$ cat src/logic/cache_core_pkg.sv
package cache_core_pkg;

    // Core side byte address
    localparam int addr_width_c = 32;

    // Core data word and its byte enables
    localparam int word_width_c = 32;
    localparam int be_width_c   = 4;

    // Associativity is fixed, so a way index is a single bit
    localparam int ways_c = 2;

endpackage

$ cat src/logic/cache_state_pkg.sv
package cache_state_pkg;

    // Per-block coherence state without an exclusive state
    typedef enum logic [1:0] {
        block_invalid,
        block_shared,
        block_modified
    } block_state_e;

    // Miss handling controller
    typedef enum logic [2:0] {
        st_idle,
        st_lookup,
        st_alloc_tx,
        st_alloc_req,
        st_alloc_rx
    } ctrl_state_e;

endpackage

$ cat src/logic/cache_controller.sv
`timescale 1ns/100ps

module cache_controller #(
    parameter int sets_p        = 4,
    parameter int block_words_p = 4,
    localparam int offset_w_lp  = $clog2(block_words_p) + 2,
    localparam int index_w_lp   = $clog2(sets_p),
    localparam int tag_w_lp     = cache_core_pkg::addr_width_c - index_w_lp - offset_w_lp
) (
    input  logic clk_i,
    input  logic nreset_i,

    input  logic cc_valid_i,
    output logic cc_ready_o,
    output logic cc_valid_o,

    input  logic                                    hit_i,
    input  logic                                    victim_dirty_i,
    input  logic                                    req_we_i,
    input  logic [cache_core_pkg::addr_width_c-1:0] req_addr_i,
    input  logic [tag_w_lp-1:0]                     victim_tag_i,

    input  logic                                    cb_yumi_i,
    input  logic                                    cb_valid_i,
    output logic                                    cb_valid_o,
    output logic                                    cb_we_o,
    output logic [cache_core_pkg::addr_width_c-1:0] cb_addr_o,

    output logic accept_o,
    output logic fill_o,
    output logic hit_write_o,
    output logic touch_o,
    output logic use_fill_word_o
);

    cache_state_pkg::ctrl_state_e state_r, state_n;

    logic [cache_core_pkg::addr_width_c-1:0] evict_addr;
    logic [cache_core_pkg::addr_width_c-1:0] fetch_addr;

    // Victim block goes back to the set of the current request
    assign evict_addr = {victim_tag_i, req_addr_i[offset_w_lp +: index_w_lp],
                         offset_w_lp'(0)};
    assign fetch_addr = {req_addr_i[cache_core_pkg::addr_width_c-1:offset_w_lp],
                         offset_w_lp'(0)};

    always_comb begin
        state_n         = state_r;
        cc_ready_o      = 1'b0;
        cc_valid_o      = 1'b0;
        cb_valid_o      = 1'b0;
        cb_we_o         = 1'b0;
        cb_addr_o       = fetch_addr;
        accept_o        = 1'b0;
        fill_o          = 1'b0;
        hit_write_o     = 1'b0;
        touch_o         = 1'b0;
        use_fill_word_o = 1'b0;
        case (state_r)
            cache_state_pkg::st_idle: begin
                cc_ready_o = 1'b1;
                accept_o   = cc_valid_i;
                if (cc_valid_i) begin
                    state_n = cache_state_pkg::st_lookup;
                end
            end
            cache_state_pkg::st_lookup: begin
                if (hit_i) begin
                    cc_valid_o  = 1'b1;
                    hit_write_o = req_we_i;
                    touch_o     = 1'b1;
                    state_n     = cache_state_pkg::st_idle;
                end else if (victim_dirty_i) begin
                    cb_valid_o = 1'b1;
                    cb_we_o    = 1'b1;
                    cb_addr_o  = evict_addr;
                    state_n    = cb_yumi_i ? cache_state_pkg::st_alloc_req
                                           : cache_state_pkg::st_alloc_tx;
                end else begin
                    // Clean miss skips straight to the block read
                    cb_valid_o = 1'b1;
                    state_n    = cb_yumi_i ? cache_state_pkg::st_alloc_rx
                                           : cache_state_pkg::st_alloc_req;
                end
            end
            cache_state_pkg::st_alloc_tx: begin
                cb_valid_o = 1'b1;
                cb_we_o    = 1'b1;
                cb_addr_o  = evict_addr;
                if (cb_yumi_i) begin
                    state_n = cache_state_pkg::st_alloc_req;
                end
            end
            cache_state_pkg::st_alloc_req: begin
                cb_valid_o = 1'b1;
                if (cb_yumi_i) begin
                    state_n = cache_state_pkg::st_alloc_rx;
                end
            end
            cache_state_pkg::st_alloc_rx: begin
                use_fill_word_o = 1'b1;
                if (cb_valid_i) begin
                    fill_o     = 1'b1;
                    touch_o    = 1'b1;
                    cc_valid_o = 1'b1;
                    state_n    = cache_state_pkg::st_idle;
                end
            end
            default: state_n = cache_state_pkg::st_idle;
        endcase
    end

    always_ff @(posedge clk_i) begin
        if (nreset_i) begin
            state_r <= cache_state_pkg::st_idle;
        end else begin
            state_r <= state_n;
        end
    end

endmodule

$ cat src/logic/cache_data_array.sv
`timescale 1ns/100ps

module cache_data_array #(
    parameter int sets_p        = 4,
    parameter int block_words_p = 4,
    localparam int word_sel_w_lp = $clog2(block_words_p),
    localparam int index_w_lp    = $clog2(sets_p),
    localparam int block_w_lp    = block_words_p * cache_core_pkg::word_width_c
) (
    input  logic                                    clk_i,
    input  logic [index_w_lp-1:0]                   set_i,
    input  logic                                    way_i,
    input  logic [cache_core_pkg::addr_width_c-1:0] req_addr_i,
    input  logic [cache_core_pkg::be_width_c-1:0]   req_be_i,
    input  logic [cache_core_pkg::word_width_c-1:0] req_wdata_i,
    input  logic                                    req_we_i,
    input  logic                                    fill_i,
    input  logic                                    hit_write_i,
    input  logic                                    use_fill_word_i,
    input  logic [block_w_lp-1:0]                   cb_data_i,
    output logic [block_w_lp-1:0]                   victim_block_o,
    output logic [cache_core_pkg::word_width_c-1:0] rdata_o
);

    logic [block_w_lp-1:0]    blocks_r [sets_p][cache_core_pkg::ways_c];
    logic [block_w_lp-1:0]    merged;
    logic [block_w_lp-1:0]    rd_src;
    logic [word_sel_w_lp-1:0] word_sel;

    assign word_sel       = req_addr_i[2 +: word_sel_w_lp];
    assign victim_block_o = blocks_r[set_i][way_i];

    // Write bytes go over the fill block or the stored one
    always_comb begin
        merged = fill_i ? cb_data_i : victim_block_o;
        if (req_we_i) begin
            for (int b = 0; b < cache_core_pkg::be_width_c; b++) begin
                if (req_be_i[b]) begin
                    merged[word_sel*cache_core_pkg::word_width_c + b*8 +: 8] =
                        req_wdata_i[b*8 +: 8];
                end
            end
        end
    end

    always_ff @(posedge clk_i) begin
        if (fill_i || hit_write_i) begin
            blocks_r[set_i][way_i] <= merged;
        end
    end

    // The array is written only at the end of a fill, so the word comes off the bus
    assign rd_src  = use_fill_word_i ? cb_data_i : victim_block_o;
    assign rdata_o = req_we_i ? '0
                   : rd_src[word_sel*cache_core_pkg::word_width_c +: cache_core_pkg::word_width_c];

endmodule

$ cat src/logic/cache_lookup.sv
`timescale 1ns/100ps

module cache_lookup #(
    parameter int sets_p        = 4,
    parameter int block_words_p = 4,
    localparam int offset_w_lp  = $clog2(block_words_p) + 2,
    localparam int index_w_lp   = $clog2(sets_p),
    localparam int tag_w_lp     = cache_core_pkg::addr_width_c - index_w_lp - offset_w_lp
) (
    input  logic clk_i,
    input  logic nreset_i,
    input  logic accept_i,

    input  logic [cache_core_pkg::addr_width_c-1:0] cc_addr_i,
    input  logic                                    cc_we_i,
    input  logic [cache_core_pkg::be_width_c-1:0]   cc_be_i,
    input  logic [cache_core_pkg::word_width_c-1:0] cc_wdata_i,

    input  logic [cache_core_pkg::ways_c-1:0][tag_w_lp-1:0] tags_i,
    input  cache_state_pkg::block_state_e [cache_core_pkg::ways_c-1:0] states_i,
    input  logic                                    lru_i,

    output logic [index_w_lp-1:0]                   set_o,
    output logic [cache_core_pkg::addr_width_c-1:0] req_addr_o,
    output logic                                    req_we_o,
    output logic [cache_core_pkg::be_width_c-1:0]   req_be_o,
    output logic [cache_core_pkg::word_width_c-1:0] req_wdata_o,
    output logic                                    hit_o,
    output logic                                    way_o,
    output logic                                    victim_dirty_o,
    output logic [tag_w_lp-1:0]                     victim_tag_o
);

    logic                accept_r;
    logic                hit_n, hit_r;
    logic                way_n, way_r;
    logic                dirty_n, dirty_r;
    logic [tag_w_lp-1:0] vtag_r;
    logic [tag_w_lp-1:0] req_tag;

    always_ff @(posedge clk_i) begin
        if (nreset_i) begin
            accept_r <= 1'b0;
        end else begin
            accept_r <= accept_i;
        end
    end

    // Request payload
    always_ff @(posedge clk_i) begin
        if (accept_i) begin
            req_addr_o  <= cc_addr_i;
            req_we_o    <= cc_we_i;
            req_be_o    <= cc_be_i;
            req_wdata_o <= cc_wdata_i;
        end
    end

    assign set_o   = req_addr_o[offset_w_lp +: index_w_lp];
    assign req_tag = req_addr_o[cache_core_pkg::addr_width_c-1 -: tag_w_lp];

    // Hit way first, then a free way, then the LRU way
    always_comb begin
        hit_n = 1'b0;
        way_n = lru_i;
        for (int w = 0; w < cache_core_pkg::ways_c; w++) begin
            if (states_i[w] != cache_state_pkg::block_invalid && tags_i[w] == req_tag) begin
                hit_n = 1'b1;
            end
        end
        if (hit_n) begin
            way_n = states_i[1] != cache_state_pkg::block_invalid && tags_i[1] == req_tag;
        end else if (states_i[0] == cache_state_pkg::block_invalid) begin
            way_n = 1'b0;
        end else if (states_i[1] == cache_state_pkg::block_invalid) begin
            way_n = 1'b1;
        end
        dirty_n = ~hit_n && states_i[way_n] == cache_state_pkg::block_modified;
    end

    // Held for the rest of the miss, since a fill changes the set
    always_ff @(posedge clk_i) begin
        if (accept_r) begin
            hit_r   <= hit_n;
            way_r   <= way_n;
            dirty_r <= dirty_n;
            vtag_r  <= tags_i[way_n];
        end
    end

    assign hit_o          = accept_r ? hit_n : hit_r;
    assign way_o          = accept_r ? way_n : way_r;
    assign victim_dirty_o = accept_r ? dirty_n : dirty_r;
    assign victim_tag_o   = accept_r ? tags_i[way_n] : vtag_r;

endmodule

$ cat src/logic/cache_tag_array.sv
`timescale 1ns/100ps

module cache_tag_array #(
    parameter int sets_p        = 4,
    parameter int block_words_p = 4,
    localparam int index_w_lp   = $clog2(sets_p),
    localparam int tag_w_lp     = cache_core_pkg::addr_width_c - index_w_lp
                                  - $clog2(block_words_p) - 2
) (
    input  logic                  clk_i,
    input  logic                  nreset_i,
    input  logic [index_w_lp-1:0] set_i,
    input  logic                  fill_i,
    input  logic                  mark_dirty_i,
    input  logic                  touch_i,
    input  logic                  way_i,
    input  logic [tag_w_lp-1:0]   fill_tag_i,
    input  logic                  fill_dirty_i,

    output logic [cache_core_pkg::ways_c-1:0][tag_w_lp-1:0] tags_o,
    output cache_state_pkg::block_state_e [cache_core_pkg::ways_c-1:0] states_o,
    output logic                  lru_o
);

    logic [cache_core_pkg::ways_c-1:0][tag_w_lp-1:0] tags_r [sets_p];
    cache_state_pkg::block_state_e [cache_core_pkg::ways_c-1:0] states_r [sets_p];
    logic [sets_p-1:0] lru_r;

    // Tag of the block that a fill installs
    always_ff @(posedge clk_i) begin
        if (fill_i) begin
            tags_r[set_i][way_i] <= fill_tag_i;
        end
    end

    always_ff @(posedge clk_i) begin
        if (nreset_i) begin
            for (int s = 0; s < sets_p; s++) begin
                for (int w = 0; w < cache_core_pkg::ways_c; w++) begin
                    states_r[s][w] <= cache_state_pkg::block_invalid;
                end
            end
            lru_r <= '0;
        end else begin
            // A write miss installs the block already modified
            if (fill_i) begin
                states_r[set_i][way_i] <= fill_dirty_i ? cache_state_pkg::block_modified
                                                       : cache_state_pkg::block_shared;
            end else if (mark_dirty_i) begin
                states_r[set_i][way_i] <= cache_state_pkg::block_modified;
            end

            // LRU bit names the way to evict next
            if (touch_i) begin
                lru_r[set_i] <= ~way_i;
            end
        end
    end

    assign tags_o   = tags_r[set_i];
    assign states_o = states_r[set_i];
    assign lru_o    = lru_r[set_i];

endmodule

$ cat src/logic/cache_top.sv
`timescale 1ns/100ps

module cache_top #(
    parameter int sets_p        = 4,
    parameter int block_words_p = 4,
    localparam int index_w_lp   = $clog2(sets_p),
    localparam int tag_w_lp     = cache_core_pkg::addr_width_c - index_w_lp
                                  - $clog2(block_words_p) - 2,
    localparam int block_w_lp   = block_words_p * cache_core_pkg::word_width_c
) (
    input  logic clk_i,
    input  logic nreset_i,

    // Core request and response
    input  logic                                    cc_valid_i,
    output logic                                    cc_ready_o,
    input  logic [cache_core_pkg::addr_width_c-1:0] cc_addr_i,
    input  logic                                    cc_we_i,
    input  logic [cache_core_pkg::be_width_c-1:0]   cc_be_i,
    input  logic [cache_core_pkg::word_width_c-1:0] cc_wdata_i,
    output logic                                    cc_valid_o,
    output logic [cache_core_pkg::word_width_c-1:0] cc_rdata_o,

    // Memory bus moving one block per beat
    output logic                                    cb_valid_o,
    input  logic                                    cb_yumi_i,
    output logic                                    cb_we_o,
    output logic [cache_core_pkg::addr_width_c-1:0] cb_addr_o,
    output logic [block_w_lp-1:0]                   cb_wdata_o,
    input  logic                                    cb_valid_i,
    input  logic [block_w_lp-1:0]                   cb_data_i
);

    logic [index_w_lp-1:0]                   set;
    logic [cache_core_pkg::addr_width_c-1:0] req_addr;
    logic                                    req_we;
    logic [cache_core_pkg::be_width_c-1:0]   req_be;
    logic [cache_core_pkg::word_width_c-1:0] req_wdata;
    logic                                    hit, way, victim_dirty, lru;
    logic [tag_w_lp-1:0]                     victim_tag;
    logic                                    accept, fill, hit_write, touch, use_fill_word;

    logic [cache_core_pkg::ways_c-1:0][tag_w_lp-1:0] tags;
    cache_state_pkg::block_state_e [cache_core_pkg::ways_c-1:0] states;

    cache_lookup #(.sets_p(sets_p), .block_words_p(block_words_p)) lookup_i (
        .clk_i, .nreset_i, .accept_i(accept),
        .cc_addr_i, .cc_we_i, .cc_be_i, .cc_wdata_i,
        .tags_i(tags), .states_i(states), .lru_i(lru),
        .set_o(set), .req_addr_o(req_addr), .req_we_o(req_we), .req_be_o(req_be),
        .req_wdata_o(req_wdata), .hit_o(hit), .way_o(way),
        .victim_dirty_o(victim_dirty), .victim_tag_o(victim_tag)
    );

    cache_controller #(.sets_p(sets_p), .block_words_p(block_words_p)) ctrl_i (
        .clk_i, .nreset_i, .cc_valid_i, .cc_ready_o, .cc_valid_o,
        .hit_i(hit), .victim_dirty_i(victim_dirty), .req_we_i(req_we),
        .req_addr_i(req_addr), .victim_tag_i(victim_tag),
        .cb_yumi_i, .cb_valid_i, .cb_valid_o, .cb_we_o, .cb_addr_o,
        .accept_o(accept), .fill_o(fill), .hit_write_o(hit_write),
        .touch_o(touch), .use_fill_word_o(use_fill_word)
    );

    // New tag comes from the request address
    cache_tag_array #(.sets_p(sets_p), .block_words_p(block_words_p)) tags_i (
        .clk_i, .nreset_i, .set_i(set), .fill_i(fill), .mark_dirty_i(hit_write),
        .touch_i(touch), .way_i(way),
        .fill_tag_i(req_addr[cache_core_pkg::addr_width_c-1 -: tag_w_lp]),
        .fill_dirty_i(req_we), .tags_o(tags), .states_o(states), .lru_o(lru)
    );

    cache_data_array #(.sets_p(sets_p), .block_words_p(block_words_p)) data_i (
        .clk_i, .set_i(set), .way_i(way), .req_addr_i(req_addr), .req_be_i(req_be),
        .req_wdata_i(req_wdata), .req_we_i(req_we), .fill_i(fill),
        .hit_write_i(hit_write), .use_fill_word_i(use_fill_word), .cb_data_i,
        .victim_block_o(cb_wdata_o), .rdata_o(cc_rdata_o)
    );

endmodule

$ cat config.mk
export PLATFORM = sky130hd
export DESIGN_NAME = cache_top
export DESIGN_NICKNAME = d
export VERILOG_FILES = /design/src/logic/cache_core_pkg.sv /design/src/logic/cache_state_pkg.sv /design/src/logic/cache_controller.sv /design/src/logic/cache_data_array.sv /design/src/logic/cache_lookup.sv /design/src/logic/cache_tag_array.sv /design/src/logic/cache_top.sv
export SDC_FILE = /design/constraint.sdc
export NUM_CORES = 2
export LEC_CHECK = 0
export ABC_CLOCK_PERIOD_IN_PS = 16650
export BUFFER_PORTS_ARGS = -buffer_cell sky130_fd_sc_hd__buf_4
export CORE_MARGIN = 4
export CORE_UTILIZATION = 30
export DETAILED_ROUTE_END_ITERATION = 8
export HOLD_SLACK_MARGIN = 0.08
export PLACE_DENSITY_LB_ADDON = 0.12
export REMOVE_ABC_BUFFERS = 1
export SYNTH_ARGS = -nofsm -noshare
export SYNTH_HDL_FRONTEND = slang
export SYNTH_SLANG_ARGS = --single-unit
$ cat constraint.sdc
create_clock -name clk_i -period 16.65 [get_ports clk_i]
set_input_delay 4.995 -clock clk_i [delete_from_list [all_inputs] [get_ports clk_i]]
set_output_delay 4.995 -clock clk_i [all_outputs]
set_load 0.01 [all_outputs]
==> results.json <==
{
  "synth.cell_area_um2": 59660,
  "post-place-cells": 6429,
  "instances_no_fill": 6727,
  "vias_in_the_first_global_route": 35140,
  "slew-limit-headroom_pct": 24.60,
  "tritoncts_sink_count": 1354,
  "cts_made_buffers": 159,
  "post_synth_adder_cell_area_pct": 0.1468,
  "setup_slack_ps": 4537,
  "first_pass_grt_wire_length_um": 270200,
  "max-vdd-ir-drop_uv": 120.0,
  "timing.critical_path.max_delay_family": "buffers and inverters",
  "total_number_of_vias": 33820,
  "syn-mean-instance-area_um2": 16.69,
  "yosys.cell_types.count": 63,
  "antenna_violating_nets_post_route": 0,
  "slowest_stage": "sky130_fd_sc_hd__dfxtp_4",
  "placeableCoreArea_um2": 197600,
  "layout_cell_share_with_drive_strength_beyond_1_pct": 29.22,
  "worst-endpoint-arrival_ps": 7120,
  "firstDrtPassIters": 5,
  "power.switching_fraction_pct": 29.66,
  "floorplan_die_height_um": 454.0,
  "buffer_ports.inserted": 391,
  "detail_route.wl_per_cell_um": 28.76,
  "leakagePower_uw": 0.02498,
  "design.final.nets": 4159,
  "die_area_um2": 206100,
  "cts.path.max_buffers": 3,
  "grt_overflow": 0,
  "sum_of_negative_setup_slack_ps": 0,
  "timing.critical_path.required_ps": 11650,
  "total_global_routing_track_utilization_pct": 18.50,
  "seqPwrFrac_pct": 41.3,
  "cts_root_buffer_type": "sky130_fd_sc_hd__clkbuf_16",
  "cell_chain_of_the_critical_path": "buf_12, mux4_2, xnor2_1, nand4_1, nor3_1, nand4_1, a21oi_4, buf_12, buf_4, mux2i_1, a22oi_1, o22ai_1, buf_4",
  "rows": 163,
  "chipWidth_um": 454.0,
  "synth_top_family_by_area": "multiplexers",
  "cp.buffers_inverters": 4,
  "maxSlewViolCount": 0,
  "crit_end_element": "output port",
  "layout.cells.most_common": "sky130_fd_sc_hd__edfxtp_1",
  "pin_count_of_the_biggest_net_entering_global_routing": 115,
  "drcViolationCount": 0,
  "critical_path.max_fanout": 114,
  "area_delta_synth_final_pct": 18.63,
  "route.final.wire_length_um": 193500,
  "worst_clock_skew_ps": 50.06,
  "cts_resized": 0,
  "antenna_found_initial": 8,
  "path_clk_slew_ps": 60,
  "asyncSetResetFlopFracSynth_pct": 0,
  "final_cell_mix": "1315 x sky130_fd_sc_hd__edfxtp_1, 555 x sky130_fd_sc_hd__nor2_1, 455 x sky130_fd_sc_hd__buf_4",
  "p_sw_uw": 3049,
  "power_frac_comb_pct": 24.6,
  "pin_count": 398,
  "cts_tree": "yes",
  "post_synth_and_or_nand_nor_area_fraction_pct": 5.742,
  "cts_max_level": 4,
  "dpl_worst_slack_ps": 5121,
  "synth_xor_xnor_area_share_pct": 0.7487,
  "powerDensity_nw_per_um2": 145.2,
  "critical_path.max_stage_delay_ps": 1020,
  "muxShareOfSynthArea_pct": 20.42,
  "finalSetupViolCount": 0,
  "power.internal_uw": 7229,
  "grt_setup_unrepaired": "no",
  "worstMarginPinSlew_ps": 1131,
  "timing_hold_violations_final": 0,
  "gp_routability_congestion": 0.7480,
  "route.detailed.vias_per_inst": 5.027,
  "postLayoutCoreUtil_pct": 35.81,
  "cts.hold.buffers_added": 0,
  "synth_enable_flop_cells": 1315,
  "outcome": "completed",
  "clkPwrFrac_pct": 34.1,
  "final.period_utilization_pct": 72.75,
  "synth_compound_area_share_pct": 3.263,
  "synth.yosys.warnings": 0,
  "clk-insertion-delay-late_ps": 810,
  "initial_utilization_pct": 30.19,
  "synth.yosys.seq_area_share_pct": 67.49,
  "detailed_place_hpwl_um": 109800,
  "hold_class": "reg -> reg",
  "fmaxAchievable_mhz": 82.56,
  "yosys_register_bits": 1354,
  "crit_path_time_final_ps": 12110,
  "criticalPathCategory": "reg -> out",
  "first_iter_violations": 2632,
  "maxCapViolCount": 0,
  "postCtsSetupBuffers": 0,
  "launching_element_type_of_the_critical_path": "register",
  "post_synth_inst_count": 3574,
  "synth_top_flop_cell": "sky130_fd_sc_hd__edfxtp_1"
}
==> flip-flops by register name, indices dropped and copies added (netlist names), named ones only <==
register,cells
tags_i.tags_r,208
lookup_i.accept_r,1
lookup_i.req_addr_o,30
lookup_i.dirty_r,1
lookup_i.req_wdata_o,32
tags_i.states_r,16
lookup_i.req_we_o,1
lookup_i.way_r,1
data_i.blocks_r,1024
lookup_i.vtag_r,26
lookup_i.hit_r,1
tags_i.lru_r,4
ctrl_i.state_r,3
lookup_i.req_be_o,4
==> layer usage <==
metal / vias up / track usage (%) / share of wire [%]
li1: 14810 / - / -
met1: 17880 / 24.00 / 42
met2: 859 / 31.39 / 50
met3: 266 / 3.017 / 4.3
met4: 0 / 6.439 / 3.2
met5: - / 0 / 0
==> cell families after synthesis <==
| logic type | count (synthesis) |
|---|---|
| other | 1 |
| adders and majority gates | 7 |
| and+or+nand+nor | 817 |
| AOI/OAI and AO/OA | 304 |
| xor gates and xnor gates | 51 |
| DFF | 1354 |
| muxes | 776 |
| buffers and inverters | 264 |
==> worst reg2reg max path, delay by kind of cell, from the launching register on <==
family / cells / cell delay (ps)
compound gates: 2 / 320
simple gates: 4 / 1640
flops: 1 / 1020
xor+xnor: 1 / 480
mux: 1 / 580
buf+inv: 5 / 3240
==> area by class of cell <==
class / count / area (um^2)
flip-flops and latches: 1354 / 40280
well taps: 2640 / 3303
diodes: 4 / 10.01
clock buffers: 201 / 4269
fillers: 18720 / 126800
multi-input cells: 1959 / 18280
clock inverters: 93 / 1012
repair buffers: 462 / 3556
inverters: 14 / 67.56
==> Yosys cell counts, types with 4 or more instances <==
cell / n / area share (%)
sky130_fd_sc_hd__nand3_1: 105 / 0.88
sky130_fd_sc_hd__and3_1: 20 / 0.21
sky130_fd_sc_hd__nand2b_1: 7 / 0.073
sky130_fd_sc_hd__nor3_1: 19 / 0.16
sky130_fd_sc_hd__mux2_1: 21 / 0.40
sky130_fd_sc_hd__a21oi_1: 15 / 0.13
sky130_fd_sc_hd__nor2b_1: 5 / 0.052
sky130_fd_sc_hd__edfxtp_1: 1315 / 66
sky130_fd_sc_hd__mux2_2: 20 / 0.38
sky130_fd_sc_hd__buf_2: 45 / 0.38
sky130_fd_sc_hd__xor2_1: 10 / 0.15
sky130_fd_sc_hd__o21ai_1: 124 / 1.0
sky130_fd_sc_hd__o21bai_1: 8 / 0.10
sky130_fd_sc_hd__buf_4: 14 / 0.18
sky130_fd_sc_hd__dfxtp_1: 39 / 1.3
sky130_fd_sc_hd__mux4_2: 301 / 11
sky130_fd_sc_hd__buf_6: 24 / 0.45
sky130_fd_sc_hd__nand2_1: 54 / 0.34
sky130_fd_sc_hd__o21ai_0: 8 / 0.067
sky130_fd_sc_hd__nand4_1: 17 / 0.18
sky130_fd_sc_hd__a21oi_2: 19 / 0.28
sky130_fd_sc_hd__buf_1: 19 / 0.12
sky130_fd_sc_hd__a311oi_1: 4 / 0.059
sky130_fd_sc_hd__o22ai_1: 35 / 0.37
sky130_fd_sc_hd__mux2_4: 119 / 3.0
sky130_fd_sc_hd__xnor2_1: 41 / 0.60
sky130_fd_sc_hd__mux2i_1: 315 / 5.3
sky130_fd_sc_hd__a22oi_1: 66 / 0.83
sky130_fd_sc_hd__ha_1: 7 / 0.15
sky130_fd_sc_hd__nor2_1: 571 / 3.6
sky130_fd_sc_hd__inv_1: 11 / 0.069
sky130_fd_sc_hd__clkbuf_1: 146 / 0.92
==> power groups by stage <==
stage               Sequential [uW]  Clock, uW  Combinational, uW
global placement               4320          0               2570
detailed placement             4320          0               2570
CTS                            4250       3610               2580
finish                         4250       3510               2520
global route                   4260       3760               2720
floorplan                      4380          0               1850
==> metrics by stage <==
step | instance area, um^2 | power [uW] | hold WS, ps
final | 70780 | 10280 | 473.0
after global routing | 70770 | 10740 | 492.3
after CTS | 70770 | 10450 | 474.8
after detailed placement | 65480 | 6895 | 464.1
after global placement | 65480 | 6891 | 461.9
after floorplan | 58420 | 6223 | 446.9
==> path summary, 6_finish.rpt <==
path | start | end | slack [ps] | cells past startpoint
max | register | cc_rdata_o[22] | 4540 | 13
max reg2reg | register | data_i.blocks_r[0][17]$_DFFE_PP_ | 8960 | 13
min | lookup_i.vtag_r[25]$_DFF_P_ | lookup_i.vtag_r[25]$_DFF_P_ | 470 | 2
min reg2reg | lookup_i.vtag_r[25]$_DFF_P_ | lookup_i.vtag_r[25]$_DFF_P_ | 470 | 2
(Power assumes the default switching activity.)
